<file path="src/include/cpu_settings.svh">
`ifndef CPU_SETTINGS_SVH
`define CPU_SETTINGS_SVH

// instruction memory depth in 32-bit words
`define CPU_IMEM_WORDS 256

// data memory depth in 32-bit words
`define CPU_DMEM_WORDS 256

// first fetch address after reset
`define CPU_RESET_PC 32'h0000_0000

`endif
</file>
<file path="src/verilog/cpu_pkg.sv">
package cpu_pkg;

  typedef logic [31:0] word_t;
  typedef logic [4:0] reg_index_t;

  typedef enum logic [3:0] {
    alu_add,
    alu_sub,
    alu_sll,
    alu_slt,
    alu_sltu,
    alu_xor,
    alu_srl,
    alu_sra,
    alu_or,
    alu_and,
    alu_pass_b
  } alu_op_t;

  typedef enum logic [2:0] {
    branch_none,
    branch_beq,
    branch_bne,
    branch_blt,
    branch_bge,
    branch_jal,
    branch_jalr
  } branch_type_t;

  // decoded control, travels with the instruction into execute
  typedef struct packed {
    alu_op_t alu_op;
    logic use_rs2;
    logic use_pc;
    logic reg_write;
    logic mem_read;
    logic mem_write;
    branch_type_t branch_type;
  } ctrl_t;

  typedef struct packed {
    logic valid;
    word_t pc;
    word_t instruction;
  } if_id_t;

  typedef struct packed {
    logic valid;
    word_t pc;
    reg_index_t rs1;
    reg_index_t rs2;
    reg_index_t rd;
    word_t rs1_data;
    word_t rs2_data;
    word_t immediate;
    ctrl_t ctrl;
  } id_ex_t;

  typedef struct packed {
    logic valid;
    word_t result;
    word_t store_data;
    reg_index_t rd;
    logic reg_write;
    logic mem_read;
    logic mem_write;
  } ex_mem_t;

  // result already holds load data for loads
  typedef struct packed {
    logic valid;
    word_t result;
    reg_index_t rd;
    logic reg_write;
  } mem_wb_t;

endpackage

</file>
<file path="src/verilog/branch_unit.sv">
`timescale 1ns/1ps

module branch_unit (
  input  cpu_pkg::id_ex_t ex,
  input  cpu_pkg::word_t  rs1_value,
  input  cpu_pkg::word_t  rs2_value,
  output logic            taken,
  output cpu_pkg::word_t  target
);
  import cpu_pkg::*;

  word_t jalr_sum;

  always_comb begin
    taken = 1'b0;
    if (ex.valid) begin
      case (ex.ctrl.branch_type)
        branch_beq: taken = (rs1_value == rs2_value);
        branch_bne: taken = (rs1_value != rs2_value);
        branch_blt: taken = ($signed(rs1_value) < $signed(rs2_value));
        branch_bge: taken = ($signed(rs1_value) >= $signed(rs2_value));
        branch_jal: taken = 1'b1;
        branch_jalr: taken = 1'b1;
        default: taken = 1'b0;
      endcase
    end
  end

  // jalr drops bit 0 of the sum
  assign jalr_sum = rs1_value + ex.immediate;
  assign target = (ex.ctrl.branch_type == branch_jalr) ? {jalr_sum[31:1], 1'b0} :
                  ex.pc + ex.immediate;

endmodule

</file>
<file path="config.mk">
export PLATFORM = sky130hd
export DESIGN_NAME = branch_unit
export DESIGN_NICKNAME = d
export VERILOG_FILES = /design/src/include/cpu_settings.svh /design/src/verilog/cpu_pkg.sv /design/src/verilog/branch_unit.sv
export SDC_FILE = /design/constraint.sdc
export NUM_CORES = 1
export LEC_CHECK = 0
export BUFFER_PORTS_ARGS = -buffer_cell sky130_fd_sc_hd__clkbuf_2
export CORE_UTILIZATION = 43
export DETAILED_ROUTE_END_ITERATION = 7
export PLACE_DENSITY = 0.79
export SYNTH_ARGS = -nofsm -noshare
export SYNTH_HDL_FRONTEND = slang
export SYNTH_SLANG_ARGS = --single-unit
export TNS_END_PERCENT = 10
</file>
<file path="constraint.sdc">
create_clock -name vclk -period 2.5
set_input_delay 0.125 -clock vclk [all_inputs]
set_output_delay 0.125 -clock vclk [all_outputs]
set_load 0.01 [all_outputs]
</file>
# After elaboration in Yosys (flattened, before gate mapping)
# Cells that the tools add are included.
[word_totals] register_bits=0 elab_cells=16 in_bits=220 out_inout_bits=33
[op_classes] add_sub_neg=2 mux=3 n_eq_ne=8 n_reduce_logical=1 n_lt_le_gt_ge=2
[ops] operator="adder 32 bit" n=2
[ops] operator="equality test 32 bit" n=1
[ops] operator=">= comparator 32 bit" n=1
[ops] operator="less-than comparator 32 bit" n=1
[ops] operator="2-to-1 mux 32 bit" n=1
[ops] operator="inequality test 32 bit" n=1
[ops] operator="equality test 3 bit (second input constant)" n=3
[ops] operator="equality test 3 x 2 -> 1 bit (second input constant)" n=2
[ops] operator="case mux 1 bit (5 select lines)" n=1
[ops] operator="equality test 3 x 1 -> 1 bit (second input constant)" n=1
[ops] operator="OR reduction 2 bit" n=1
[ops] operator="2-to-1 mux 1 bit" n=1

# Longest topological paths before layout
[logic_depth] ltp_word=4 depth_mapped=13 ltp_nobuf=13

# Worst setup path before layout
# No wires, ideal clock.
[synth_timing] path_kind="input -> output" startpoint="input port ex[12] in the netlist's numbering" endpoint="output port target[30]" required_ns=2.375 stages=13 path_buffers=0 setup_slack_ns=0.032 arrival_ns=2.343 path_cell_list="ha_1 -> inv_1 -> fa_1 -> nor2b_1 -> o21a_1 -> o21ai_1 -> a21oi_2 -> a21oi_2 -> o21ai_1 -> nor3b_2 -> o2111ai_1 -> and2_1 -> o211ai_1"
[synth_between] elab_chain_len=2 elab_cells_between_ends=3 cone_classes="2 x add/sub; 1 x mux"
[synth_rtl] item="start: declaration" line_no="branch_unit.sv:4" source="input cpu_pkg::id_ex_t ex,"
[synth_rtl] item="adder 32 bit, on equally long branches" line_no="branch_unit.sv:32, branch_unit.sv:30"
[synth_rtl] item="2-to-1 mux 32 bit (*)" line_no="branch_unit.sv:31" source="assign target = (ex.ctrl.branch_type == branch_jalr) ? {jalr_sum[31:1], 1'b0} :"
[synth_rtl] item="end: declaration" line_no="branch_unit.sv:8" source="output cpu_pkg::word_t target"
# Mark *: on every way between the ends. The rest lies on a longest branch, timed or not.

# Worst setup path in the final report
[layout_timing] startpoint="input port ex[12] in the netlist's numbering" endpoint="output port target[29]"
# The elaborated chain is that of the path after synthesis.

==> run metrics <==
outcome=complete, but fails checks; violated checks=negative setup slack; Worst Hold Path EP=target[31]; Slew Limit Fails=0; count leader, synth=ha_1; Max-Cap Viols=0; Seq/Total Area, Yosys=0; share of the synthesized area in the top cell type=0.262; relative slew slack=0.637; total gr overflow=0; largest net degree at the start of global routing=24; final hold vios=0; f_max=0.366 GHz; worst-case vdd ir drop=0.156 mV; Synth top cells by count=93 x ha_1, 68 x a21oi_1, 53 x inv_1; synth top area cells=ha_1 26%, a21oi_1 7.7%, xnor2_1 5.3%; Worst Hold Depth=3; DRC=0; CP peak stage delay=0.33 ns; crit path capture type=primary output; critical path arrival=2.61 ns; Row Count=36; final setup fails=16; die area=10700 µm²; placed instance area=6290 µm²; Gate Count Post-Synth=630; Placer Congestion=0.964; worst min-delay path class=primary input to primary output; Synthesized Nets=945; clock buf count=0; met3 Resource Use GR=0.0327; # hold bufs at CTS=0; Via Count=5874; vias in the first global route=5632; DRT Wirelength=15900 µm; # nets final=1233; drt pass-1 iters=5; Synth cell types=68; worst slew pin tran=0.539 ns; sequential standard cell area=0 µm²; final core utilization=0.685; Finished Cell Area=6790 µm²; area leader, netlist=ha_1; ant diodes=0; RSZ-0062 raised after global routing=yes; Initial DRC Count=245; synthesized area=4440 µm²; Layout area overhead=53.0%; hpwl dp=13000 µm; met1 Use GR=0.336; Hold WS=0.506 ns; Initial Utilization=0.448; fin worst setup slack=-0.231 ns; critical path launch point type=primary input; Die H=104 µm; Tot GR Track Use=0.277; CP Max Fanout=3; Avg Vias per Cell=5.60; cell-by-cell trace of the critical path=clkbuf_8 > ha_4 > buf_6 > a211oi_4 > nor2_2 > o31ai_4 > o211ai_2 > a41oi_2 > o21bai_2 > a211o_1 > a31oi_2 > xor2_1 > o21ai_1 > clkbuf_2; period utilization=1.09; hold path start=ex[43]; worst path required time=2.38 ns; WL/cell=15.1 µm; post-route ant nets=0; Placeable Area=9910 µm²; total number of yosys warnings=0; routing usage on met2=0.512; count of input and output buffers=165; power per cell area=267 nW/µm²; share of layout cells above drive strength 1=0.428; Crit Path Category=primary input to primary output; busiest metal layer after global routing=met2; first-pass GRT wire length=25300 µm; Lkg Pwr=3.53 nW; Die W=104 µm; Seq Cell Count=0; I/O Pins=253; min Tclk post-route=2.73 ns; Syn Area/Cell=7.05 µm²; slowest cell on the critical path=a41oi_2; initial antenna violation count=0
power breakdown:
| group | total [W] | internal, W | leakage [nW] | switching [W] |
|---|---|---|---|---|
| combinational | 0.00182 | 0.000890 | 3.53 | 0.000927 |
| clock | 0 | 0 | 0 | 0 |
| sequential | 0 | 0 | 0 | 0 |
| total | 0.00182 | 0.000890 | 3.53 | 0.000927 |
layer usage:
| layer | vias to the layer above | wire [µm] |
|---|---|---|
| met1 | 2677 | 6800 |
| li1 | 2914 | - |
| met2 | 237 | 7600 |
| met4 | 0 | 436 |
| met5 | - | 0 |
| met3 | 46 | 1040 |
cell families (layout without fill, tap and decap cells):
| group | count (synthesis) | after routing | synth area share |
|---|---|---|---|
| fa+ha+maj | 95 | 95 | 0.271 |
| xor+xnor | 43 | 43 | 0.0848 |
| compound gates | 241 | 241 | 0.362 |
| buf+inv | 66 | 352 | 0.0626 |
| mux | 5 | 5 | 0.0116 |
| simple gates | 180 | 180 | 0.209 |
cell usage in the layout, fill, tap and decap left out, drive strengths merged, types with 13 or more instances in the layout:
cell type | Yosys | layout
xnor2 | 27 | 27
nor2 | 39 | 39
nand2 | 40 | 40
inv | 53 | 52
a21oi | 71 | 71
ha | 93 | 93
a21o | 31 | 31
nand4 | 13 | 13
clkbuf | 8 | 153
o21ai | 58 | 58
nand3 | 19 | 19
nand2b | 14 | 14
buf | 5 | 146
xor2 | 16 | 16
stage by stage:
step	total power (W)	setup slack (ns)	TNS [ns]	instances
global placement	0.00158	-0.264	-2.48	1040
finish	0.00182	-0.231	-2.00	1049
global route	0.00198	-0.301	-4.00	1049
detailed placement	0.00162	-0.357	-3.35	1040
CTS	0.00169	-0.185	-1.48	1045
floorplan	0.000956	0.0317	0	630
layout make-up:
class	count	area, µm²
multi-input cells	564	4550
fillers	838	3120
repair buffers	299	1880
inverters	53	203
well taps	133	166
worst max-delay path by stage:
stage,to,start,slack [ns],cells past startpoint
3_3_place_gp,target[18],ex[13],-0.26,14
5_1_grt,target[30],ex[29],-0.30,13
2_1_floorplan,target[30],ex[12],0.03,13
3_5_place_dp,target[30],ex[12],-0.36,15
4_1_cts,target[29],ex[12],-0.19,14
6_report,target[29],ex[12],-0.23,14
timing repair:
action / CTS / global route
endpoints found under the setup margin: 19 / 23
setup buffers: 5 / 4
resized for setup: 44 / 69
pin swaps: 35 / 32
worst max-delay path, delay by kind of cell:
kind / cells / cell delay [ns]
compound gates: 8 / 1.75
buf+inv: 3 / 0.39
fa+ha+maj: 1 / 0.15
simple gates: 1 / 0.09
xor+xnor: 1 / 0.09
Note: power is estimated with default switching activity, not from simulation.
