## src/include/cpu_settings.svh

```systemverilog
`ifndef CPU_SETTINGS_SVH
`define CPU_SETTINGS_SVH

// instruction memory depth in 32-bit words
`define CPU_IMEM_WORDS 256

// data memory depth in 32-bit words
`define CPU_DMEM_WORDS 256

// first fetch address after reset
`define CPU_RESET_PC 32'h0000_0000

`endif
```

## src/verilog/cpu_pkg.sv

```systemverilog
package cpu_pkg;

  typedef logic [31:0] word_t;
  typedef logic [4:0] reg_index_t;

  typedef enum logic [3:0] {
    alu_add,
    alu_sub,
    alu_sll,
    alu_slt,
    alu_sltu,
    alu_xor,
    alu_srl,
    alu_sra,
    alu_or,
    alu_and,
    alu_pass_b
  } alu_op_t;

  typedef enum logic [2:0] {
    branch_none,
    branch_beq,
    branch_bne,
    branch_blt,
    branch_bge,
    branch_jal,
    branch_jalr
  } branch_type_t;

  // decoded control, travels with the instruction into execute
  typedef struct packed {
    alu_op_t alu_op;
    logic use_rs2;
    logic use_pc;
    logic reg_write;
    logic mem_read;
    logic mem_write;
    branch_type_t branch_type;
  } ctrl_t;

  typedef struct packed {
    logic valid;
    word_t pc;
    word_t instruction;
  } if_id_t;

  typedef struct packed {
    logic valid;
    word_t pc;
    reg_index_t rs1;
    reg_index_t rs2;
    reg_index_t rd;
    word_t rs1_data;
    word_t rs2_data;
    word_t immediate;
    ctrl_t ctrl;
  } id_ex_t;

  typedef struct packed {
    logic valid;
    word_t result;
    word_t store_data;
    reg_index_t rd;
    logic reg_write;
    logic mem_read;
    logic mem_write;
  } ex_mem_t;

  // result already holds load data for loads
  typedef struct packed {
    logic valid;
    word_t result;
    reg_index_t rd;
    logic reg_write;
  } mem_wb_t;

endpackage

```

## src/verilog/forwarding.sv

```systemverilog
`timescale 1ns/1ps

module forwarding (
  input  cpu_pkg::id_ex_t  ex,
  input  cpu_pkg::ex_mem_t mem,
  input  cpu_pkg::word_t   mem_load_data,
  input  cpu_pkg::mem_wb_t wb,
  output cpu_pkg::word_t   operand_a,
  output cpu_pkg::word_t   operand_b,
  output cpu_pkg::word_t   store_value
);
  import cpu_pkg::*;

  word_t mem_value;
  word_t rs1_value;
  word_t rs2_value;
  logic mem_source;
  logic wb_source;

  // a load in the memory stage forwards its data directly
  assign mem_value = mem.mem_read ? mem_load_data : mem.result;
  assign mem_source = mem.valid && mem.reg_write && mem.rd != '0;
  assign wb_source = wb.valid && wb.reg_write && wb.rd != '0;

  // younger producer wins
  assign rs1_value = (mem_source && mem.rd == ex.rs1) ? mem_value :
                     (wb_source && wb.rd == ex.rs1) ? wb.result : ex.rs1_data;
  assign rs2_value = (mem_source && mem.rd == ex.rs2) ? mem_value :
                     (wb_source && wb.rd == ex.rs2) ? wb.result : ex.rs2_data;

  assign operand_a = ex.ctrl.use_pc ? ex.pc : rs1_value;
  assign operand_b = ex.ctrl.use_rs2 ? rs2_value : ex.immediate;
  assign store_value = rs2_value;

endmodule

```

## config.mk

```make
export PLATFORM = sky130hd
export DESIGN_NAME = forwarding
export DESIGN_NICKNAME = d
export VERILOG_FILES = /design/src/include/cpu_settings.svh /design/src/verilog/cpu_pkg.sv /design/src/verilog/forwarding.sv
export SDC_FILE = /design/constraint.sdc
export NUM_CORES = 1
export LEC_CHECK = 0
export ABC_AREA = 1
export BUFFER_PORTS_ARGS = -buffer_cell sky130_fd_sc_hd__buf_2
export CORE_AREA = 8 8 148 150
export DETAILED_ROUTE_END_ITERATION = 7
export DIE_AREA = 0 0 156 158
export PLACE_DENSITY = 0.59
export SLEW_MARGIN = 30
export SYNTH_ARGS = -nofsm -noshare
export SYNTH_HDL_FRONTEND = slang
export SYNTH_SLANG_ARGS = --single-unit
export TNS_END_PERCENT = 20
```

## constraint.sdc

```tcl
create_clock -name vclk -period 3.5
set_input_delay 0.525 -clock vclk [all_inputs]
set_output_delay 0.525 -clock vclk [all_outputs]
set_load 0.1 [all_outputs]
```

# Word-level counts from Yosys, hierarchy flattened

Cells that the tools add are included.

Flip-flop bits (word level): 0
Latch bits: 0
Memory bits (writable): 0
ROM bits: 0
Input bits: 300
Output and inout bits: 96
Logic and storage cells: 21
Memories kept: 0

Add/sub/neg operators: 0
$mul: 0
Divide/modulo/power cells: 0
Magnitude comparators: 0
Equality and inequality tests: 4
Shifts and indexed selects: 0
Multiplexer cells: 7
Bitwise gates (word level): 0
Reductions and logical operators: 10

Operator list:

| cell               | count |
|---|---|
| 32-bit two-way mux | 7 |
| 5-bit == test      | 4 |
| 5-bit nonzero test | 2 |
| 1-bit logical AND  | 8 |

# Longest topological paths before layout

Depth in word-level cells: 6
Gate-level depth with buffers: 11
Depth with buffers taken out: 10

# Worst setup path after synthesis

OpenSTA, ideal clock, no wires.

Path kind: input to output
From: in ex[113] (netlist name)
To: out store_value[10]
Arrival time: 2026 ps
Data required time: 2975 ps
Setup slack: 949 ps
Stages on the path: 7
Buffers on the path: 1
Cells stage by stage: xnor2_1 -> nand2_1 -> nor2_1 -> nand3b_2 -> buf_6 -> nand3_1 -> and2_1

Longest elaborated chain between the ends: 4
Elaborated cells on any way between the ends: 6
Classes of those cells: eq/ne: 2; mux: 2; reduce/logical: 2

Ends and longest elaborated chain:

| what                 | line             | text |
|---|---|---|
| start: declaration   | forwarding.sv:4  | `input cpu_pkg::id_ex_t ex,` |
| 5-bit == test        | forwarding.sv:29 | `(wb_source && wb.rd == ex.rs2) ? wb.result : ex.rs2_data;` |
| 1-bit logical AND    | forwarding.sv:29 |  |
| 32-bit two-way mux   | forwarding.sv:29 |  |
| 32-bit two-way mux * | forwarding.sv:28 | `assign rs2_value = (mem_source && mem.rd == ex.rs2) ? mem_value :` |
| end: declaration     | forwarding.sv:10 | `output cpu_pkg::word_t store_value` |

Mark *: on every way between the ends. The rest lies on a longest branch, timed or not.

# Final worst setup path

From: in wb[5] (netlist name)
To: out operand_b[31]

Longest elaborated chain between the ends: 6
Elaborated cells on any way between the ends: 7
Classes of those cells: eq/ne: 1; mux: 3; reduce/logical: 3

Ends and longest elaborated chain:

| what                 | line             | text |
|---|---|---|
| start: declaration   | forwarding.sv:7  | `input cpu_pkg::mem_wb_t wb,` |
| 5-bit nonzero test   | forwarding.sv:23 | `assign wb_source = wb.valid && wb.reg_write && wb.rd != '0;` |
| 1-bit logical AND    | forwarding.sv:23 |  |
| 1-bit logical AND *  | forwarding.sv:29 |  |
| 32-bit two-way mux * | forwarding.sv:29 |  |
| 32-bit two-way mux * | forwarding.sv:28 |  |
| 32-bit two-way mux * | forwarding.sv:32 | `assign operand_b = ex.ctrl.use_rs2 ? rs2_value : ex.immediate;` |
| end: declaration     | forwarding.sv:9  | `output cpu_pkg::word_t operand_b,` |

Marks and branches as above.

==> results_dict.tcl <==
set metrics [dict create \
    run_status "finished, final reports clean" \
    post-cts-setup-buffers 0 \
    grt_overflow 0 \
    drt_iter0_drc 495 \
    yosysWarnings 0 \
    peakVddDrop_v 0.000126 \
    total_leakage_power_uw 0.00378 \
    fmax_ghz 0.351 \
    cp.arrival_ns 2.33 \
    grt_max_degree 33 \
    hp-class "input pin to output pin" \
    synth.net_count 988 \
    areaGrowthSynthToFinish_pct 100 \
    slew-limit-headroom 0.515 \
    drc_errors 0 \
    timing.final.max_slew_violations 0 \
    first_global_vias 6044 \
    pwr_density_cell_nw_per_um2 233 \
    fin_nets 1302 \
    antenna_found_initial 1 \
    wirelength_um 24300 \
    cts_resized 0 \
    drtPass1Iterations 6 \
    finalSetupTns_ns 0 \
    placedCellCount 1270 \
    hold_buffers 0 \
    avgViaCountPerCell 4.70 \
    end_kind "output pin" \
    syn_area_per_cell_um2 4.93 \
    critPathLaunchType "input pin" \
    hpwl_um 19800 \
    design.seq.count 0 \
    initial_core_util 0.172 \
    ios 396 \
    hold_viol 0 \
    stdcell_count 1271 \
    dpl_cell_area_um2 6800 \
    route.vias.total 5968 \
    tightest_slew_ns 0.725 \
    wl_per_cell_um 19.1 \
    fp.dieH_um 158 \
    fill_cells 2172 \
    grt.total_usage 0.183 \
    required_ns 2.97 \
    ant_nets 0 \
    grt_first_pass_wirelength_um 35100 \
    critPathKind "input pin to output pin" \
    rows 52 \
    syn_inst 688 \
    grt_setup_unrepaired "false" \
    fin_crit_sh 0.815 \
    period_needed_ns 2.85 \
    port_buffers 347 \
    yosysUniqueCellTypes 18 \
    drive_above_1_share 0.378 \
    netlist_area_um2 3390 \
    final_area_um2 6800 \
    core_um2 19700 \
    die_x_um 156 \
    ff_latch_area_um2 0 \
    hold_ws_ns 1.44 \
    finalWeightedCongestion 0.906 \
    clockBufferCount 0 \
    worstPathMaxFanout 32 \
    setup_viol 0 \
    cap_violations 0 \
    final_util 0.345 \
    yosysSeqAreaShare 0 \
    dieArea_um2 24600 \
]
## where the power goes
group          internal (µW)  switching (µW)    leakage, µW
Clock              0.0000383               0  0.00000000634
Sequential                 0               0              0
Combinational            539            1050        0.00378
Total                    539            1050        0.00378
## cells in the final DEF (no fill, tap or decap), types with 5 or more instances in the layout
| cell | count |
|---|---|
| nand2_1 | 268 |
| buf_12 | 97 |
| mux2i_1 | 32 |
| xnor2_1 | 9 |
| nor2_1 | 5 |
| xor2_1 | 9 |
| buf_2 | 251 |
| nand3_1 | 228 |
| and2_1 | 32 |
| inv_1 | 39 |
| nor2_4 | 7 |
| buf_4 | 18 |
## layer usage
| layer | up-vias | track usage | routed length, µm |
|---|---|---|---|
| met1 | 2662 | 0.210 | 9170 |
| met5 | - | 0 | 0 |
| met2 | 397 | 0.328 | 11700 |
| li1 | 2869 | - | - |
| met4 | 0 | 0.0504 | 618 |
| met3 | 40 | 0.0505 | 2780 |
## path summary, 6_finish.rpt
path | slack [ns] | to | cells past startpoint | startpoint
worst max-delay path | 0.65 | operand_b[31] | 11 | wb[5]
worst min-delay path | 1.44 | operand_b[28] | 4 | ex[40]
## cell families after synthesis
| kind of cell | count (synthesis) | share of synthesized area |
|---|---|---|
| AND/OR/NAND/NOR | 544 | 0.725 |
| multiplexers | 32 | 0.0944 |
| AO/OA/AOI/OAI | 1 | 0.00553 |
| buffers and inverters | 93 | 0.128 |
| XOR/XNOR | 18 | 0.0464 |
## layout make-up
cell class,instances,area (µm²),area share
Inverter,39,146,0.0215
Timing Repair Buffer,366,3330,0.490
Multi-Input combinational cell,595,2980,0.438
Tap cell,270,338,0.0497
Antenna cell,1,2.50,0.000368
## Yosys cell counts, drive strengths merged
| master | n | area (µm²) |
|---|---|---|
| xor2 | 9 | 78.8 |
| clkbuf | 10 | 37.5 |
| buf | 44 | 251 |
| nor3 | 1 | 16.3 |
| nand3 | 228 | 1140 |
| mux2i | 32 | 320 |
| nor2 | 12 | 75.1 |
| o21bai | 1 | 18.8 |
| inv | 39 | 146 |
| nand3b | 1 | 11.3 |
| nand2 | 270 | 1020 |
| xnor2 | 9 | 78.8 |
| and2 | 32 | 200 |
## worst max-delay path: stages
cell	delay, ns
buf_2	0.12
nor2_1	0.13
nand3_1	0.10
nand2_2	0.12
nor2_4	0.05
nand2_2	0.53
nand2_1	0.17
nand3_1	0.15
nand3_1	0.10
nand2_1	0.13
buf_12	0.18
## per-stage QoR
step / power, µW / worst slack [ns]
floorplan: 910 / 0.949
detailed placement: 1590 / 0.631
finish: 1590 / 0.649
global route: 1650 / 0.483
CTS: 1590 / 0.630
global placement: 1580 / 0.672
(Power assumes the default switching activity.)
