`config.mk`:
```
export PLATFORM = sky130hd
export DESIGN_NAME = decoder
export DESIGN_NICKNAME = d
export VERILOG_FILES = /design/src/include/cpu_settings.svh /design/src/verilog/cpu_pkg.sv /design/src/verilog/decoder.sv
export SDC_FILE = /design/constraint.sdc
export NUM_CORES = 1
export LEC_CHECK = 0
export ABC_CLOCK_PERIOD_IN_PS = 1460
export BUFFER_PORTS_ARGS = -buffer_cell sky130_fd_sc_hd__buf_2
export CORE_MARGIN = 4
export CORE_UTILIZATION = 32
export DETAILED_ROUTE_END_ITERATION = 16
export PLACE_DENSITY = 0.82
export SLEW_MARGIN = 30
export SYNTH_ARGS = -nofsm -noshare
export SYNTH_HDL_FRONTEND = slang
export SYNTH_SLANG_ARGS = --single-unit
```
`constraint.sdc`:
```
create_clock -name vclk -period 1.46
set_input_delay 0.146 -clock vclk [all_inputs]
set_output_delay 0.146 -clock vclk [all_outputs]
set_load 0.005 [all_outputs]
```
`src/include/cpu_settings.svh`:
```
`ifndef CPU_SETTINGS_SVH
`define CPU_SETTINGS_SVH

// instruction memory depth in 32-bit words
`define CPU_IMEM_WORDS 256

// data memory depth in 32-bit words
`define CPU_DMEM_WORDS 256

// first fetch address after reset
`define CPU_RESET_PC 32'h0000_0000

`endif
```
`src/verilog/cpu_pkg.sv`:
```
package cpu_pkg;

  typedef logic [31:0] word_t;
  typedef logic [4:0] reg_index_t;

  typedef enum logic [3:0] {
    alu_add,
    alu_sub,
    alu_sll,
    alu_slt,
    alu_sltu,
    alu_xor,
    alu_srl,
    alu_sra,
    alu_or,
    alu_and,
    alu_pass_b
  } alu_op_t;

  typedef enum logic [2:0] {
    branch_none,
    branch_beq,
    branch_bne,
    branch_blt,
    branch_bge,
    branch_jal,
    branch_jalr
  } branch_type_t;

  // decoded control, travels with the instruction into execute
  typedef struct packed {
    alu_op_t alu_op;
    logic use_rs2;
    logic use_pc;
    logic reg_write;
    logic mem_read;
    logic mem_write;
    branch_type_t branch_type;
  } ctrl_t;

  typedef struct packed {
    logic valid;
    word_t pc;
    word_t instruction;
  } if_id_t;

  typedef struct packed {
    logic valid;
    word_t pc;
    reg_index_t rs1;
    reg_index_t rs2;
    reg_index_t rd;
    word_t rs1_data;
    word_t rs2_data;
    word_t immediate;
    ctrl_t ctrl;
  } id_ex_t;

  typedef struct packed {
    logic valid;
    word_t result;
    word_t store_data;
    reg_index_t rd;
    logic reg_write;
    logic mem_read;
    logic mem_write;
  } ex_mem_t;

  // result already holds load data for loads
  typedef struct packed {
    logic valid;
    word_t result;
    reg_index_t rd;
    logic reg_write;
  } mem_wb_t;

endpackage

```
`src/verilog/decoder.sv`:
```
`timescale 1ns/1ps

module decoder (
  input  cpu_pkg::word_t      instruction,
  output cpu_pkg::reg_index_t rs1,
  output cpu_pkg::reg_index_t rs2,
  output cpu_pkg::reg_index_t rd,
  output cpu_pkg::word_t      immediate,
  output cpu_pkg::ctrl_t      ctrl
);
  import cpu_pkg::*;

  localparam logic [6:0] op_lui    = 7'b0110111;
  localparam logic [6:0] op_auipc  = 7'b0010111;
  localparam logic [6:0] op_jal    = 7'b1101111;
  localparam logic [6:0] op_jalr   = 7'b1100111;
  localparam logic [6:0] op_branch = 7'b1100011;
  localparam logic [6:0] op_load   = 7'b0000011;
  localparam logic [6:0] op_store  = 7'b0100011;
  localparam logic [6:0] op_imm    = 7'b0010011;
  localparam logic [6:0] op_reg    = 7'b0110011;

  logic [6:0] opcode;
  logic [2:0] funct3;
  logic [6:0] funct7;
  logic imm_funct_ok;
  logic reg_funct_ok;
  logic shift_alt;
  word_t imm_i;
  word_t imm_s;
  word_t imm_b;
  word_t imm_u;
  word_t imm_j;

  // shared by register and immediate forms
  function automatic alu_op_t arith_op(input logic [2:0] f3, input logic alt);
    case (f3)
      3'b000: arith_op = alt ? alu_sub : alu_add;
      3'b001: arith_op = alu_sll;
      3'b010: arith_op = alu_slt;
      3'b011: arith_op = alu_sltu;
      3'b100: arith_op = alu_xor;
      3'b101: arith_op = alt ? alu_sra : alu_srl;
      3'b110: arith_op = alu_or;
      default: arith_op = alu_and;
    endcase
  endfunction

  assign opcode = instruction[6:0];
  assign funct3 = instruction[14:12];
  assign funct7 = instruction[31:25];
  assign rd = instruction[11:7];
  assign rs1 = instruction[19:15];
  assign rs2 = instruction[24:20];

  assign imm_i = {{20{instruction[31]}}, instruction[31:20]};
  assign imm_s = {{20{instruction[31]}}, instruction[31:25], instruction[11:7]};
  assign imm_b = {{19{instruction[31]}}, instruction[31], instruction[7],
                  instruction[30:25], instruction[11:8], 1'b0};
  assign imm_u = {instruction[31:12], 12'b0};
  assign imm_j = {{11{instruction[31]}}, instruction[31], instruction[19:12],
                  instruction[20], instruction[30:21], 1'b0};

  // bit 30 only selects sub/sra, everywhere else funct7 must be zero
  assign imm_funct_ok = (funct3 == 3'b001) ? (funct7 == 7'b0000000) :
                        (funct3 == 3'b101) ? (funct7 == 7'b0000000 || funct7 == 7'b0100000) :
                        1'b1;
  assign reg_funct_ok = (funct7 == 7'b0000000) ||
                        (funct7 == 7'b0100000 && (funct3 == 3'b000 || funct3 == 3'b101));
  assign shift_alt = (funct3 == 3'b101) && funct7[5];

  always_comb begin
    ctrl = '0;
    ctrl.alu_op = alu_add;
    ctrl.branch_type = branch_none;
    immediate = imm_i;
    case (opcode)
      op_lui: begin
        ctrl.alu_op = alu_pass_b;
        ctrl.reg_write = 1'b1;
        immediate = imm_u;
      end
      op_auipc: begin
        ctrl.use_pc = 1'b1;
        ctrl.reg_write = 1'b1;
        immediate = imm_u;
      end
      op_jal: begin
        ctrl.use_pc = 1'b1;
        ctrl.reg_write = 1'b1;
        ctrl.branch_type = branch_jal;
        immediate = imm_j;
      end
      // jalr adds to rs1, so operand a stays the register
      op_jalr: begin
        if (funct3 == 3'b000) begin
          ctrl.reg_write = 1'b1;
          ctrl.branch_type = branch_jalr;
        end
      end
      op_branch: begin
        ctrl.use_rs2 = 1'b1;
        immediate = imm_b;
        case (funct3)
          3'b000: ctrl.branch_type = branch_beq;
          3'b001: ctrl.branch_type = branch_bne;
          3'b100: ctrl.branch_type = branch_blt;
          3'b101: ctrl.branch_type = branch_bge;
          default: ctrl.branch_type = branch_none;
        endcase
      end
      op_load: begin
        if (funct3 == 3'b010) begin
          ctrl.mem_read = 1'b1;
          ctrl.reg_write = 1'b1;
        end
      end
      op_store: begin
        immediate = imm_s;
        if (funct3 == 3'b010) begin
          ctrl.mem_write = 1'b1;
        end
      end
      op_imm: begin
        if (imm_funct_ok) begin
          ctrl.alu_op = arith_op(funct3, shift_alt);
          ctrl.reg_write = 1'b1;
        end
      end
      op_reg: begin
        if (reg_funct_ok) begin
          ctrl.alu_op = arith_op(funct3, funct7[5]);
          ctrl.use_rs2 = 1'b1;
          ctrl.reg_write = 1'b1;
        end
      end
      default: ;
    endcase
  end

endmodule

```
* After elaboration in Yosys (flattened, before gate mapping)
Index checks and enable logic that the tools add are counted.
** Storage, ports and cells
- Word-level logic and storage cells :: 51
- Bits in writable memories :: 0
- Input bits :: 32
- Register bits :: 0
- Memories kept :: 0
- Latch bits :: 0
- Output and inout bits :: 59
- Bits in read-only memories :: 0
** Operators by class
- Add/sub/neg operators :: 0
- Bitwise logic cells :: 0
- Magnitude comparators :: 0
- Equality and inequality tests :: 16
- Shifts and indexed selects :: 0
- Div/mod/pow operators :: 0
- Muxes and demuxes :: 25
- Reduce and logical (&&, ||, !) cells :: 10
- Multipliers :: 0
** Operators with widths (count)
- 31-bit case mux with 4 select lines :: 1
- 4-bit case mux with 7 select lines :: 2
- 7-bit by 6-bit == test with 1-bit output (second input constant) :: 4
- 7-bit == test (second input constant) :: 3
- 7-bit by 5-bit == test with 1-bit output (second input constant) :: 2
- 1-bit two-way mux :: 13
- 3-bit case mux with 4 select lines :: 1
- 4-bit case mux with 3 select lines :: 1
- 3-bit == test (second input constant) :: 3
- 3-bit case mux with 3 select lines :: 1
- 7-bit by 2-bit == test with 1-bit output (second input constant) :: 1
- 7-bit zero test :: 1
- 3-bit by 2-bit == test with 1-bit output (second input constant) :: 2
- 5-bit two-way mux :: 1
- 1-bit case mux with 5 select lines :: 1
- 4-bit two-way mux :: 1
- 2-bit OR reduction :: 2
- 3-bit by 1-bit == test with 1-bit output (second input constant) :: 1
- 3-bit zero test :: 1
- 1-bit logical OR :: 3
- 3-bit two-way mux :: 1
- 3-bit OR reduction :: 1
- 1-bit logical AND :: 2
- 2-bit two-way mux :: 1
- 1-bit case mux with 2 select lines :: 1

* Depth between registers and ports, before layout
Gate-level depths: netlist of run 1.
- Depth after elaboration :: 6
- Mapped depth :: 7
- Depth with buffers taken out :: 5

* Worst setup path before layout of run 1
Ideal clock, no wire load.
- Path kind :: input port to output port
- Start :: in instruction[6]
- End :: out immediate[12]
- Required time :: 1314 ps
- Buffers on the path :: 2
- Slack :: 52 ps
- Stages :: 7
- Arrival :: 1262 ps
- Cells stage by stage :: buf_6 > and4bb_4 > nand3_4 > and2_4 > and2_4 > buf_6 > a21o_1
** On the way
- Word-level cells in the longest chain between the ends :: 3
- Elaborated cells between the ends (all ways) :: 7
- Those cells by class :: eq/ne (5); mux (1); reduce/logical (1)
** RTL lines
- start: declaration :: RTL line decoder.sv:4 : input cpu_pkg::word_t instruction,
- 7-bit by 6-bit == test with 1-bit output or 7-bit by 5-bit == test with 1-bit output (tied branches) :: RTL line decoder.sv:77 : case (opcode)
- 2-bit OR reduction (no source line)
- 31-bit case mux with 4 select lines * :: RTL line decoder.sv:77
- end: declaration :: RTL line decoder.sv:8 : output cpu_pkg::word_t immediate,
Every way passes the cells marked *; elsewhere a longest branch is shown, timed or not.

==> results of run 1 <==
## power breakdown
part | total (W) | internal (W) | switching [W]
clock | 0 | 0 | 0
sequential | 0 | 0 | 0
combinational | 0.000338 | 0.000179 | 0.000159
total | 0.000338 | 0.000179 | 0.000159
## worst max-delay path: cells and delay by family
family / cells / cell delay [ns]
AO/OA/AOI/OAI: 1 / 0.15
buffers and inverters: 2 / 0.22
AND/OR/NAND/NOR: 4 / 0.84
## cells in the final DEF, fill, tap and decap left out, drive strengths merged, types with 2 or more instances in the layout
cell / synthesis / final
a21o: 19 / 19
nand3b: 2 / 2
nand3: 3 / 3
nand2b: 4 / 4
nor4: 2 / 2
nand4b: 2 / 2
and2: 9 / 9
a22o: 4 / 4
nand2: 12 / 12
o21ai: 9 / 9
mux2: 2 / 2
nor3b: 2 / 2
buf: 22 / 120
nor3: 5 / 5
nor2: 5 / 5
## final timing paths
check / start / endpoint / cells after the start
max: instruction[6] / ctrl[8] / 7
min: instruction[16] / rs1[1] / 2
## final cells by class
cell class,instances,area (um^2),area share
well taps,28,35.0,0.0233
multi-input cells,95,746,0.495
repair buffers,120,726,0.482
## routing by layer
| metal | track usage | vias up | wire (um) |
|---|---|---|---|
| met4 | 0.0728 | 0 | 91 |
| met5 | 0 | - | 0 |
| li1 | - | 609 | - |
| met1 | 0.215 | 605 | 1370 |
| met2 | 0.356 | 58 | 1980 |
| met3 | 0.0156 | 8 | 242 |
## stage by stage
| stage | setup TNS, ns | cell area, um^2 |
|---|---|---|
| final | -0.118 | 1510 |
| after global routing | -0.796 | 1510 |
| after CTS | 0 | 1390 |
| after detailed placement | -0.929 | 1320 |
| after global placement | -0.452 | 1320 |
| after floorplan | 0 | 805 |
## synthesized netlist by cell type (2+ instances only)
cell and number:
buf_6 2, and2_1 7, nor3b_1 2, a22o_1 4
buf_4 16, a21o_1 19, nand3_1 2, clkbuf_1 2
buf_2 4, nor2_1 5, nand2_1 12, and2_4 2
nor4_1 2, mux2_2 2, nor3_1 5, nand4b_1 2
nand3b_1 2, nand2b_1 4, o21ai_0 9
## what timing repair did
item / CTS / global route
setup buffers: 1 / 5
setup endpoints to repair: 20 / 32
resized for setup: 14 / 22
pin swaps: 4 / 10
## cell families after synthesis
family / Yosys count / synth area share
compound gates: 38 / 0.331
xor+xnor: 2 / 0.0218
buf+inv: 24 / 0.212
mux: 2 / 0.0280
simple gates: 53 / 0.407
==> out/metrics.yaml, run 1 <==
synth_cell_type_count: 35
required_ns: 1.31
drive_above_1_share: 0.679
diodes: 0
p_per_area_mw_per_mm2: 225
crit_arrival_ns: 1.35
worst_setup_path_start_kind: "primary input"
grt_antenna_before_repair: 0
cp_slowest_cell: "and4bb_4"
portBuffers: 91
path_cells: "buf_6 -> and4bb_4 -> nand4_1 -> nand2b_4 -> o21a_4 -> nor3_2 -> buf_2"
utilization: 0.656
setup_viol: 4
rows: 17
critPathCaptureType: "primary output"
synth_top_area_share: 0.177
antenna_left: 0
grt_pass1_vias: 1191
hold_slack_ns: 0.474
cp_max_fo: 5
synth_cells: 119
die_y_um: 58.1
slew_headroom: 0.764
syn_nets: 151
grt_overflow: 0
seq_area_um2: 0
max_freq_mhz: 666
period_share: 1.03
grt_setup_unrepaired: "yes"
initial_core_util: 0.350
dieArea_mm2: 0.00338
wire_per_inst_um: 15.1
wirelength_um: 3680
maxCapViolCount: 0
fin_cells: 243
yosysSeqAreaShare: 0
finalPower_w: 0.000338
drc: 0
drt-vias-per-instance: 5.27
dp_hpwl_um: 2840
hold_class: "primary input to primary output"
cp_slowest_stage_delay_ns: 0.37
status: "complete, but fails checks"
dieWidth_um: 58.1
irDropWorstVdd_v: 0.000195
dr.pass1.iters: 4
slew_violations: 0
yosysWarnings: 0
crit_type: "primary input to primary output"
hold_viol: 0
synth_area_leaders: "a21o_1 (18%), buf_4 (15%), o21ai_0 (5.6%)"
timing.final.ws_setup_ns: -0.0409
yosys.area.top_type: "a21o_1"
syn_to_final_growth_pct: 87.2
pre_cts_ws_ns: -0.187
nFillCells: 202
grt_use_total: 0.188
finalCriticalPeriod_ns: 1.50
synth_area_um2: 805
grt_max_degree: 13
syn_area_per_cell_um2: 6.76
gp_congestion: 0.879
failed_checks: "setup timing"
clockBufferCount: 0
final_nets: 249
drt_iter0_drc: 29
dp.cells: 237
hold_buffers: 0
ios: 91
vias: 1280
design.seq.count: 0
core-area_mm2: 0.00230
grt_first_pass_wirelength_um: 5280
p_leak_nw: 0.883
tightest_slew_ns: 0.350
No activity file was read; power rests on OpenSTA's default activity.
==> inputs of run 2 (changes only) <==
==> constraint.sdc (replaced) <==
create_clock -name vclk -period 1.46
set_input_delay 0.073 -clock vclk [all_inputs]
set_output_delay 0.073 -clock vclk [all_outputs]
set_load 0.005 [all_outputs]
==> out/metrics.yaml, run 2 (synthesis results as in run 1) <==
finalCriticalPeriod_ns: 1.39  # -0.109 ns
layout_common_cells: "buf_2 (91), a21o_1 (19), buf_4 (12)"
maxCapViolCount: 0  # unchanged
max_freq_mhz: 718  # +7.8%
irDropWorstVdd_v: 0.000179  # -8.0%
critPathCaptureType: "primary output"
fin_cells: 226  # -7.0%
vias: 1143  # -11%
hold_viol: 0  # unchanged
required_ns: 1.39  # +0.08 ns
period_share: 0.953  # -0.0747
rows: 17  # unchanged
drive_above_1_share: 0.581  # -0.0983
seq_area_um2: 0  # unchanged
drt_iter0_drc: 36  # +24%
gp_congestion: 0.838  # -4.7%
grt_busiest_layer: "met2"
cp_max_fo: 5  # unchanged
final_nets: 232  # -6.8%
grt_pass1_vias: 1043  # -12%
grt_setup_unrepaired: "yes"
ios: 91  # unchanged
status: "complete, no violations"
design.seq.count: 0  # unchanged
cp_common_cell: "buf_2"
dp_hpwl_um: 2630  # -7.4%
cts_resized: 1  # -13
dieWidth_um: 58.1  # unchanged
drt-vias-per-instance: 5.06  # -4.0%
diodes: 0  # unchanged
worstSetupStartpoint: "instruction[3]"
p_leak_nw: 0.748  # -15%
grt_overflow: 0  # unchanged
timing.critical_path.buf_inv: 2  # unchanged
dr.pass1.iters: 4  # unchanged
worst_setup_path_start_kind: "primary input"
grt_antenna_before_repair: 0  # unchanged
grt_max_degree: 15  # +2
final_common_cell: "buf_2"
hp-start: "instruction[16]"
clockBufferCount: 0  # unchanged
syn_to_final_growth_pct: 54.6
crit_arrival_ns: 1.32  # -0.03 ns
post_cts_buffers: 0  # -1
nFillCells: 246  # +22%
dp.cells: 226  # -4.6%
critPathTopFamily: "simple AND/OR/NAND/NOR gates"
tightest_slew_ns: 0.256  # -0.0940 ns
grt_use_met3: 0.0200  # +0.00445
gr-usage-met1: 0.212  # -0.00262
portBuffers: 91  # unchanged
slew_violations: 0  # unchanged
hold_class: "primary input to primary output"
initial_core_util: 0.350  # unchanged
die_y_um: 58.1  # unchanged
path_cells: "buf_2 -> and4bb_4 -> nand4_1 -> nand2b_1 -> o21a_2 -> nor3_2 -> buf_2"
setup_viol: 0  # -4
dieArea_mm2: 0.00338  # unchanged
core-area_mm2: 0.00230  # unchanged
slew_headroom: 0.829  # +0.0645
grt_first_pass_wirelength_um: 4940  # -6.4%
antenna_left: 0  # unchanged
drc: 0  # unchanged
p_per_area_mw_per_mm2: 229  # +2.0%
use_met2: 0.335  # -0.0210
wirelength_um: 3080  # -16%
grt_use_total: 0.174  # -0.0146
cp_slowest_stage_delay_ns: 0.37  # about the same
hold_buffers: 0  # unchanged
wire_per_inst_um: 13.6  # -10%
finalPower_w: 0.000285  # -16%
cp_slowest_cell: "and4bb_4"
crit_type: "primary input to primary output"
[run 2: cell count changes in the layout (fill, tap and decap cells not counted), moves of 2 or more]
cell	change
buf_12	-2
buf_2	+2
buf_4	-12
buf_6	-4
nand2_1	+2
nor2_1	+2
o21ai_0	+4
o21ai_1	-3
[run 2: metrics by stage]
step,worst slack (ns),util,hold slack [ns],area [um^2],TNS [ns]
after floorplan,0.198,-,0.188,805,0
after global placement,0.0592,0.529,0.328,1210,0
after detailed placement,-0.0338,0.529,0.329,1210,-0.0464
after CTS,0.0347,0.532,0.329,1220,0
after global routing,-0.0235,0.541,0.331,1240,-0.0459
final,0.0681,0.541,0.327,1240,0
[run 2: cell type report]
class / count / area (um^2) / share of cell area
Tap cell: 28 / 35.0 / 0.0282
Timing Repair Buffer: 103 / 546 / 0.439
Multi-Input combinational cell: 95 / 663 / 0.533
[run 2: path summary, 6_finish.rpt]
kind / end / cells after the start / slack [ns]
setup / recovery: ctrl[8] / 7 / 0.07
hold / removal: rs1[1] / 2 / 0.33
[run 2: power by group]
part | internal, W | switching (W)
clock network | 0 | 0
logic | 0.000148 | 0.000137
registers | 0 | 0
total | 0.000148 | 0.000137
[run 2: per-layer routing]
layer  up-vias  routed length (um)
met5         -                   0
met4         0                   0
met3         0                 180
met2        39                1600
met1       524                1300
li1        580                   -
