File: src/include/cpu_settings.svh
`ifndef CPU_SETTINGS_SVH
`define CPU_SETTINGS_SVH

// instruction memory depth in 32-bit words
`define CPU_IMEM_WORDS 256

// data memory depth in 32-bit words
`define CPU_DMEM_WORDS 256

// first fetch address after reset
`define CPU_RESET_PC 32'h0000_0000

`endif
File: src/verilog/cpu_pkg.sv
package cpu_pkg;

  typedef logic [31:0] word_t;
  typedef logic [4:0] reg_index_t;

  typedef enum logic [3:0] {
    alu_add,
    alu_sub,
    alu_sll,
    alu_slt,
    alu_sltu,
    alu_xor,
    alu_srl,
    alu_sra,
    alu_or,
    alu_and,
    alu_pass_b
  } alu_op_t;

  typedef enum logic [2:0] {
    branch_none,
    branch_beq,
    branch_bne,
    branch_blt,
    branch_bge,
    branch_jal,
    branch_jalr
  } branch_type_t;

  // decoded control, travels with the instruction into execute
  typedef struct packed {
    alu_op_t alu_op;
    logic use_rs2;
    logic use_pc;
    logic reg_write;
    logic mem_read;
    logic mem_write;
    branch_type_t branch_type;
  } ctrl_t;

  typedef struct packed {
    logic valid;
    word_t pc;
    word_t instruction;
  } if_id_t;

  typedef struct packed {
    logic valid;
    word_t pc;
    reg_index_t rs1;
    reg_index_t rs2;
    reg_index_t rd;
    word_t rs1_data;
    word_t rs2_data;
    word_t immediate;
    ctrl_t ctrl;
  } id_ex_t;

  typedef struct packed {
    logic valid;
    word_t result;
    word_t store_data;
    reg_index_t rd;
    logic reg_write;
    logic mem_read;
    logic mem_write;
  } ex_mem_t;

  // result already holds load data for loads
  typedef struct packed {
    logic valid;
    word_t result;
    reg_index_t rd;
    logic reg_write;
  } mem_wb_t;

endpackage

File: src/verilog/alu.sv
`timescale 1ns/1ps

module alu (
  input  cpu_pkg::word_t   a,
  input  cpu_pkg::word_t   b,
  input  cpu_pkg::alu_op_t op,
  output cpu_pkg::word_t   result
);
  import cpu_pkg::*;

  logic [4:0] shamt;

  assign shamt = b[4:0];

  always_comb begin
    case (op)
      alu_add: result = a + b;
      alu_sub: result = a - b;
      alu_sll: result = a << shamt;
      alu_slt: result = {31'b0, $signed(a) < $signed(b)};
      alu_sltu: result = {31'b0, a < b};
      alu_xor: result = a ^ b;
      alu_srl: result = a >> shamt;
      alu_sra: result = word_t'($signed(a) >>> shamt);
      alu_or: result = a | b;
      alu_and: result = a & b;
      // lui, immediate already shifted up
      alu_pass_b: result = b;
      default: result = a + b;
    endcase
  end

endmodule

File: config.mk
export PLATFORM = sky130hd
export DESIGN_NAME = alu
export DESIGN_NICKNAME = d
export VERILOG_FILES = /design/src/include/cpu_settings.svh /design/src/verilog/cpu_pkg.sv /design/src/verilog/alu.sv
export SDC_FILE = /design/constraint.sdc
export NUM_CORES = 1
export LEC_CHECK = 0
export BUFFER_PORTS_ARGS = -buffer_cell sky130_fd_sc_hd__buf_2
export CORE_MARGIN = 4
export CORE_UTILIZATION = 30
export DETAILED_ROUTE_END_ITERATION = 10
export GPL_TIMING_DRIVEN = 0
export PLACE_DENSITY = 0.48
export SETUP_SLACK_MARGIN = 0.15
export SYNTH_ARGS = -nofsm -noshare
export SYNTH_HDL_FRONTEND = slang
export SYNTH_SLANG_ARGS = --single-unit
File: constraint.sdc
create_clock -name vclk -period 7
set_input_delay 0.35 -clock vclk [all_inputs]
set_output_delay 0.35 -clock vclk [all_outputs]
set_load 0.01 [all_outputs]
[Word level (Yosys, flattened, before mapping)]
Cells that the tools add are included.
Storage, ports and cells
  flip-flop bits (word level): 0
Operators by class
  add/subtract/negate cells: 2
  $lt $le $gt $ge: 2
  equality and inequality tests: 10
  shifts and indexed selects: 3
  multiplexer cells: 1
  bitwise logic cells: 3
Operators by type and width (number)
  one-hot mux 32 bit (10 select lines): 1
  less-than comparator 32 bit: 2
  adder 32 bit: 1
  AND 32 bit: 1
  bitwise OR 32 bit: 1
  << shifter 32 x 5 -> 32 bit: 1
  right shift 32 x 5 -> 32 bit: 1
  >>> shifter 32 x 5 -> 32 bit: 1
  subtractor 32 bit: 1
  XOR 32 bit: 1
  equality test 4 x 3 -> 1 bit, second input constant: 4
  equality test 4 bit, second input constant: 3
  equality test 4 x 2 -> 1 bit, second input constant: 2
  equality test 4 x 1 -> 1 bit, second input constant: 1

[Depth between registers and ports, before layout]
Gate-level depths: netlist (run 1).
  word-level depth: 2
  gate-level depth with buffers: 14

[Worst setup path before layout (run 1)]
Ideal clock, no wire load.
  path type: input -> output
  start point: input port b[3]
  end point: output port result[26]
  arrival time: 3.557 ns
  data required time: 6.650 ns
  setup slack: 3.093 ns
  cell stages on the path: 14
  path through: clkbuf_1 -> clkinv_1 -> clkbuf_1 -> clkbuf_1 -> ha_1 -> or3_1 -> nor2_1 -> nor3_2 -> o311ai_4 -> a31o_4 -> a21boi_2 -> o41a_1 -> xnor2_1 -> o2111ai_1
On the way
  word-level cells in the longest chain between the ends: 2
Ends and longest elaborated chain
  start: declaration: RTL line alu.sv:5  | input cpu_pkg::word_t b,
  adder 32 bit (tied with other cells): RTL line alu.sv:17, alu.sv:29
  one-hot mux 32 bit (10 select lines) *: RTL line alu.sv:16  | case (op)
  end: declaration: RTL line alu.sv:7  | output cpu_pkg::word_t result
Mark *: on every way between the ends. The rest lies on a longest branch, timed or not.

[Worst setup path in the final report (run 1)]
  start point: input port b[3]
  end point: output port result[30]
Same word-level chain as after synthesis.

==> flow_metrics.tcl, run 1 <==
set metrics [dict create \
    drc 0 \
    rows 62 \
    p_leak_nw 4.26 \
    io_pins 100 \
    synth_cell_types 93 \
    setup_ws_ps 1490 \
    min_period_ps 5510 \
    num-clock-buffers 0 \
    via_per_inst 6.49 \
    yosysMostFrequentCell "nor2_1" \
    dp_hpwl_um 43200 \
    synthTopCellsByArea "ha_1 14%, a21oi_1 7.6%, nor2_1 7.0%" \
    status "complete, no violations" \
    setup_violations 0 \
    num_vias 11900 \
    core_area_sq_um 29000 \
    die-height_um 180 \
    ys_seq_area_frac 0 \
    ys_warn_count 0 \
    overflow 0 \
    grt_pass1_vias 11300 \
    holdBufCountCts 0 \
    synth_commonest_cells "166 x nor2_1, 136 x a21oi_1, 104 x nand2_1, 102 x o21ai_0, 97 x ha_1" \
    antenna_cells 0 \
    grt_use_total 0.307 \
    vdd_ir_drop_max_mv 0.0421 \
    gp_congestion 1.06 \
    seqCellArea_sq_um 0 \
    postSynthCellCount 1348 \
    grt_pass1_wl_um 77100 \
    finalWirelength_um 53100 \
    avgSynthCellArea_sq_um 6.61 \
    pre_cts_slack_ps 1670 \
    finalHoldViolations 0 \
    fin_setup_tns_ps 0 \
    synth_mux_area_frac 0.153 \
    startpoint_type "primary input" \
    io_buffers 100 \
    detail-route-antenna-nets 0 \
    initial_utilization 0.307 \
    ctsResizeCount 0 \
    flops_and_latches 0 \
    num-nets-final 1617 \
    synth_fa_ha_area_frac 0.141 \
    synth_top_family_by_area "compound AO/OA/AOI/OAI gates" \
    yosys.area_share.simple 0.206 \
    first_pass_iters 5 \
    die_area_sq_um 32500 \
    hp-class "primary input to output pin" \
    max_freq_ghz 0.182 \
    antenna_found_initial 1 \
    timing.final.crit_share 0.787 \
    syn_nets 1515 \
    areaGrowthSynthToFinish_pct 11.0 \
    slew_headroom 0.184 \
    tightest_slew_ps 1220 \
    die_x_um 180 \
    cap_violations 0 \
    rsz0062_at_grt "false" \
    required_ps 6650 \
    netlist_area_sq_um 8910 \
    worstPathArrival_ps 5160 \
    post_drt_wl_per_cell_um 29.0 \
    slew_violations 0 \
    grt_max_degree 12 \
    endpoint_kind "output pin" \
    synth_xor_area_frac 0.00885 \
    yosys.area.top_type "ha_1" \
    power.density_nw_per_um2 91.8 \
    drtIter0Drc 1424 \
    postCtsSetupRepairBufs 0 \
    path_class "primary input to output pin" \
    synth_top_area_frac 0.136 \
    drive_gt1_frac 0.131 \
    synth_compound_area_frac 0.399 \
    path_max_fanout 11 \
]
[per-stage QoR]
stage          hold WS [ps]  area (sq um)  cells  utilization  power, mW
2_1_floorplan           857          8910   1348            -      0.547
3_3_place_gp           1060          9890   1832        0.341      0.881
3_5_place_dp           1070          9890   1832        0.341      0.878
4_1_cts                1070          9890   1832        0.341      0.883
5_1_grt                1110          9890   1832        0.341      0.966
6_report               1060          9890   1832        0.341      0.908
[worst paths after layout]
| kind | start | endpoint | slack, ps | cells past startpoint |
|---|---|---|---|---|
| worst min-delay path | b[16] | result[16] | 1060 | 4 |
| worst max-delay path | b[3] | result[30] | 1490 | 15 |
[worst max-delay path: stages]
cell	delay, ps
buf_2	90
clkbuf_1	460
clkinv_1	440
clkbuf_1	350
clkbuf_1	340
ha_1	520
o2111ai_1	190
a21oi_1	300
o21ai_0	260
o221ai_1	570
a41oi_1	290
o21ai_0	390
mux2i_1	230
o221ai_1	150
buf_2	200
[logic make-up after synthesis]
logic type,count (synthesis)
adder cells (fa/ha/maj),99
buffers and inverters,206
AND/OR/NAND/NOR,407
AO/OA/AOI/OAI,523
multiplexers,104
XOR/XNOR,9
[final cells by class]
class | instances | area, sq um
Buffer | 108 | 452
Fill cell | 3348 | 19100
Inverter | 98 | 368
Multi-Input combinational cell | 1142 | 8090
Tap cell | 384 | 480
Timing Repair Buffer | 100 | 500
[metal layers]
metal  global-route usage  part of all wire  wire length (um)  vias to the layer above
li1                     -                 -                 -                     5233
met1                0.431              0.43             22600                     5743
met2                0.467              0.42             22500                      765
met3               0.0404             0.090              4780                      141
met4                0.142             0.060              3210                        2
met5                    0           0.00032                17                        -
[power breakdown]
group | switching (mW) | internal, mW | leakage (nW)
registers | 0 | 0 | 0
clock network | 0 | 0 | 0
logic | 0.606 | 0.301 | 4.26
[layout by cell type, fill, tap and decap left out, types with 26 or more instances in the layout]
cell type and count:
a211oi_1 30, a21oi_1 136, buf_2 119, clkbuf_1 74, ha_1 97, inv_1 94, mux2i_1 57, nand2_1 104
nand3_1 26, nor2_1 166, nor3_1 35, o21ai_0 102
Power figures use the tool's default switching activity.
==> inputs of run 2 (changes only) <==
--- a/config.mk
+++ b/config.mk
@@ -5,6 +5,7 @@
 export SDC_FILE = /design/constraint.sdc
 export NUM_CORES = 1
 export LEC_CHECK = 0
+export ABC_AREA = 1
 export BUFFER_PORTS_ARGS = -buffer_cell sky130_fd_sc_hd__buf_2
 export CORE_MARGIN = 4
 export CORE_UTILIZATION = 30
==> constraint.sdc (replaced) <==
create_clock -name vclk -period 5.2
set_input_delay 0.26 -clock vclk [all_inputs]
set_output_delay 0.26 -clock vclk [all_outputs]
set_load 0.01 [all_outputs]
==> flow_metrics.tcl, run 2 <==
set metrics [dict create \
    status "complete, no violations" \
    flops_and_latches 0 \
    initial_utilization 0.303 \
    gr-usage-met1 0.520 \
    finalWirelength_um 66400 \
    synth_commonest_cells "662 x nand2_1, 397 x nand3_1, 293 x inv_1, 166 x nor2_1, 97 x ha_1" \
    grtUsageMet2 0.515 \
    via_per_inst 5.78 \
    core_area_sq_um 33400 \
    p_leak_nw 6.30 \
    fillers 4131 \
    stdcell_area_sq_um 11200 \
    ys_warn_count 0 \
    netlist_area_sq_um 10100 \
    drive_gt1_frac 0.0833 \
    slew_violations 0 \
    postSynthCellCount 2096 \
    grt_pass1_vias 13900 \
    timing.final.crit_share 0.839 \
    max_freq_ghz 0.229 \
    use_met3 0.0540 \
    yosys.area.top_type "nand2_1" \
    grt_max_degree 13 \
    cap_violations 0 \
    die_area_sq_um 36800 \
    drtIter0Drc 2167 \
    power_mw 1.31 \
    slew_headroom 0.348 \
    worstPathArrival_ps 4100 \
    antenna_cells 0 \
    seqCellArea_sq_um 0 \
    num_vias 15300 \
    first_pass_iters 6 \
    num-nets-final 2365 \
    setup_violations 0 \
    min_period_ps 4360 \
    postCtsSetupRepairBufs 0 \
    holdBufCountCts 0 \
    drc 0 \
    layout_common_cells "662 x nand2_1, 397 x nand3_1, 293 x inv_1" \
    rsz0062_at_grt "false" \
    post_drt_wl_per_cell_um 25.1 \
    grt_busiest_layer "met1" \
    io_pins 100 \
    rows 67 \
    die-height_um 192 \
    synth_cell_types 39 \
    grt_pass1_wl_um 94900 \
    endpoint_kind "output pin" \
    avgSynthCellArea_sq_um 4.84 \
    num-clock-buffers 0 \
    layout_commonest_cell "nand2_1" \
    grt_use_total 0.350 \
    required_ps 4940 \
    syn_nets 2263 \
    gp_congestion 1.04 \
    fin_setup_tns_ps 0 \
    path_class "primary input to output pin" \
    tightest_slew_ps 978 \
    place_area_sq_um 11200 \
    vdd_ir_drop_max_mv 0.0512 \
    finalHoldViolations 0 \
    detail-route-antenna-nets 0 \
    ys_seq_area_frac 0 \
    startpoint_type "primary input" \
    synth_top_area_frac 0.245 \
    die_x_um 192 \
    yosysMostFrequentCell "nand2_1" \
    dp_hpwl_um 56100 \
    synthTopCellsByArea "nand2_1 24%, nand3_1 20%, ha_1 12%" \
    overflow 0 \
    antenna_found_initial 3 \
    path_max_fanout 11 \
    hp-class "primary input to output pin" \
    ctsResizeCount 0 \
    power.density_nw_per_um2 117 \
    areaGrowthSynthToFinish_pct 10.5 \
    io_buffers 100 \
]
## run 2: cell count changes after synthesis, sizes merged, moves of 24 or more
cell,previous run,this run
inv,96,303
o21ai,113,84
mux2i,57,0
nand4,9,49
nand3,26,398
nand2,104,665
a211oi,30,0
o22ai,15,43
buf,34,65
mux2,24,0
a21oi,138,93
a22oi,24,0
clkbuf,74,28
## run 2: layout make-up
class | count | area (sq um) | share of cell area
inverters | 306 | 1150 | 0.103
multi-input cells | 1697 | 8540 | 0.761
repair buffers | 100 | 500 | 0.0446
plain buffers | 93 | 462 | 0.0412
well taps | 448 | 561 | 0.0500
## run 2: path summary, 6_finish.rpt
path,cells after the start,startpoint,to
worst max-delay path,17,b[2],result[11]
worst min-delay path,7,b[6],result[6]
## run 2: layer usage
metal  up-vias  part of all wire  routed length [um]
li1       7069                 -                   -
met1      7109              0.45               29800
met2       984              0.40               26600
met3       123              0.11                7450
met4         6             0.039                2570
met5         -           0.00051                  34
## run 2: worst max-delay path: stages
cell and delay (ps):
buf_2 110, buf_2 200, inv_2 170, clkbuf_1 730, ha_1 380, buf_4 170
inv_1 230, a21oi_1 220, nand2_1 270, nand3_1 140, nand3_1 290, nand2_1 80
nand3_1 180, nand2_1 70, nor2_1 280, nand2_1 140, buf_2 170
## run 2: logic make-up after synthesis
kind of cell,after synthesis,share of synthesized area
AO/OA/AOI/OAI,269,0.150
XOR/XNOR,3,0.00259
adder cells (fa/ha/maj),99,0.124
buffers and inverters,399,0.159
AND/OR/NAND/NOR,1326,0.565
## run 2: metrics by stage
step / std cells / util / hold WS (ps) / worst slack, ps
finish: 2644 / 0.335 / 1190 / 838
global placement: 2644 / 0.335 / 1180 / 1030
global route: 2644 / 0.335 / 1280 / 809
detailed placement: 2644 / 0.335 / 1190 / 1030
floorplan: 2096 / - / 791 / 2690
CTS: 2644 / 0.335 / 1190 / 1020
## run 2: power by group
| part | switching [mW] | total, mW | internal, mW |
|---|---|---|---|
| clock network | 0 | 0 | 0 |
| registers | 0 | 0 | 0 |
| logic | 0.957 | 1.31 | 0.354 |
==> inputs of run 3 (changes only) <==
--- a/config.mk
+++ b/config.mk
@@ -5,7 +5,7 @@
 export SDC_FILE = /design/constraint.sdc
 export NUM_CORES = 1
 export LEC_CHECK = 0
-export ABC_AREA = 1
+export ABC_AREA = 0
 export BUFFER_PORTS_ARGS = -buffer_cell sky130_fd_sc_hd__buf_2
 export CORE_MARGIN = 4
 export CORE_UTILIZATION = 30
==> constraint.sdc (replaced) <==
create_clock -name vclk -period 4.6
set_input_delay 0.23 -clock vclk [all_inputs]
set_output_delay 0.23 -clock vclk [all_outputs]
set_load 0.01 [all_outputs]
==> flow_metrics.tcl, run 3 (synthesized netlist as in run 1, its figures left out) <==
set metrics [dict create \
    status "complete, no violations" \
    via_per_inst 6.44 \
    dp_hpwl_um 43200 \
    grt_max_degree 12 \
    post_drt_wl_per_cell_um 29.0 \
    rsz0062_at_grt "false" \
    tightest_slew_ps 1250 \
    detail-route-antenna-nets 0 \
    slew_violations 0 \
    die-height_um 180 \
    hold_ws_ps 822 \
    layout_common_cells "166 x nor2_1, 135 x a21oi_1, 117 x buf_2" \
    rows 62 \
    power.density_nw_per_um2 140 \
    drc 0 \
    wl_met2_um 22500 \
    io_pins 100 \
    core_area_sq_um 29000 \
    swShare 0.666 \
    num-nets-final 1616 \
    layout_commonest_cell "nor2_1" \
    num-clock-buffers 0 \
    p_switching_uw 929 \
    flops_and_latches 0 \
    multi_input_area_sq_um 8130 \
    die_area_sq_um 32500 \
    required_ps 4370 \
    combPwrFrac 1.000 \
    areaGrowthSynthToFinish_pct 11.9 \
    endpoint_kind "output pin" \
    fillers 3338 \
    holdBufCountCts 0 \
    timing.final.crit_share 0.932 \
    hold_path.startpoint "b[16]" \
    startpoint_type "primary input" \
    met3_length_um 4450 \
    p_int_uw 466 \
    finalHoldViolations 0 \
    max_freq_ghz 0.233 \
    io_buffers 100 \
    clockPowerShare 0 \
    path_max_fanout 10 \
    initial_utilization 0.307 \
    grt_pass1_wl_um 77200 \
    whs_path_depth 4 \
    hp-class "primary input to output pin" \
    p_seq_frac 0 \
    path_class "primary input to output pin" \
    fin_setup_tns_ps 0 \
    cap_violations 0 \
    first_pass_iters 5 \
    seqCellArea_sq_um 0 \
    holdPathEnd "result[16]" \
    setup_violations 0 \
    grt_use_total 0.307 \
    antenna_cells 0 \
    gp_congestion 1.06 \
    vdd_ir_drop_max_mv 0.0627 \
    drive_gt1_frac 0.141 \
    die_x_um 180 \
    slew_headroom 0.166 \
    min_period_ps 4290 \
    drtIter0Drc 1348 \
    top_layer "met5" \
    worstPathArrival_ps 4060 \
    p_leak_nw 4.29 \
    finalWirelength_um 53100 \
    antenna_found_initial 1 \
    wl_met1_um 23100 \
    num_vias 11800 \
    overflow 0 \
    grt_pass1_vias 11300 \
]
-- run 3: worst max path at each step --
stage,start,endpoint,slack (ps)
after global routing,b[1],result[31],170
after CTS,b[2],result[28],190
final,b[1],result[31],310
after detailed placement,b[3],result[30],-490
after floorplan,b[3],result[26],930
after global placement,b[3],result[30],-460
-- run 3: through the flow --
step | setup slack [ps] | power, mW | util | cell area, sq um | cells
after floorplan | 933 | 0.833 | - | 8910 | 1348
after global placement | -463 | 1.34 | 0.341 | 9890 | 1832
after detailed placement | -490 | 1.34 | 0.341 | 9890 | 1832
after CTS | 186 | 1.35 | 0.342 | 9920 | 1832
after global routing | 170 | 1.48 | 0.343 | 9960 | 1831
final | 313 | 1.40 | 0.343 | 9960 | 1831
-- run 3: cell type report --
type / instances / share of cell area
Inverter: 98 / 0.0375
Tap cell: 384 / 0.0482
Multi-Input combinational cell: 1142 / 0.816
Buffer: 104 / 0.0453
Timing Repair Buffer: 103 / 0.0525
-- run 3: critical path, cell delays in order --
cell and delay [ps]:
buf_2 180, buf_4 250, buf_6 220, buf_6 210, clkinvlp_4 160, ha_1 360, a211o_1 320, a21oi_4 220
a2111o_2 240, nand2_1 130, nand4bb_1 410, a311oi_4 450, o21ai_0 170, mux2i_1 140, o21ai_1 180, buf_2 170
-- run 3: repair_timing --
item                                    4_1_cts  5_1_grt
endpoints found under the setup margin       22       12
gates resized for setup                      13        9
pin swaps                                     1        1
buffers inserted                              1        2
-- run 3: power groups by stage --
stage / clock network [mW] / logic [mW] / registers (mW)
finish: 0 / 1.40 / 0
global route: 0 / 1.48 / 0
CTS: 0 / 1.35 / 0
detailed placement: 0 / 1.34 / 0
global placement: 0 / 1.34 / 0
floorplan: 0 / 0.833 / 0
-- run 3: routing by layer --
layer / up-vias / global-route usage
li1: 5229 / -
met1: 5748 / 0.432
met2: 670 / 0.467
met3: 136 / 0.0396
met4: 2 / 0.142
met5: - / 0
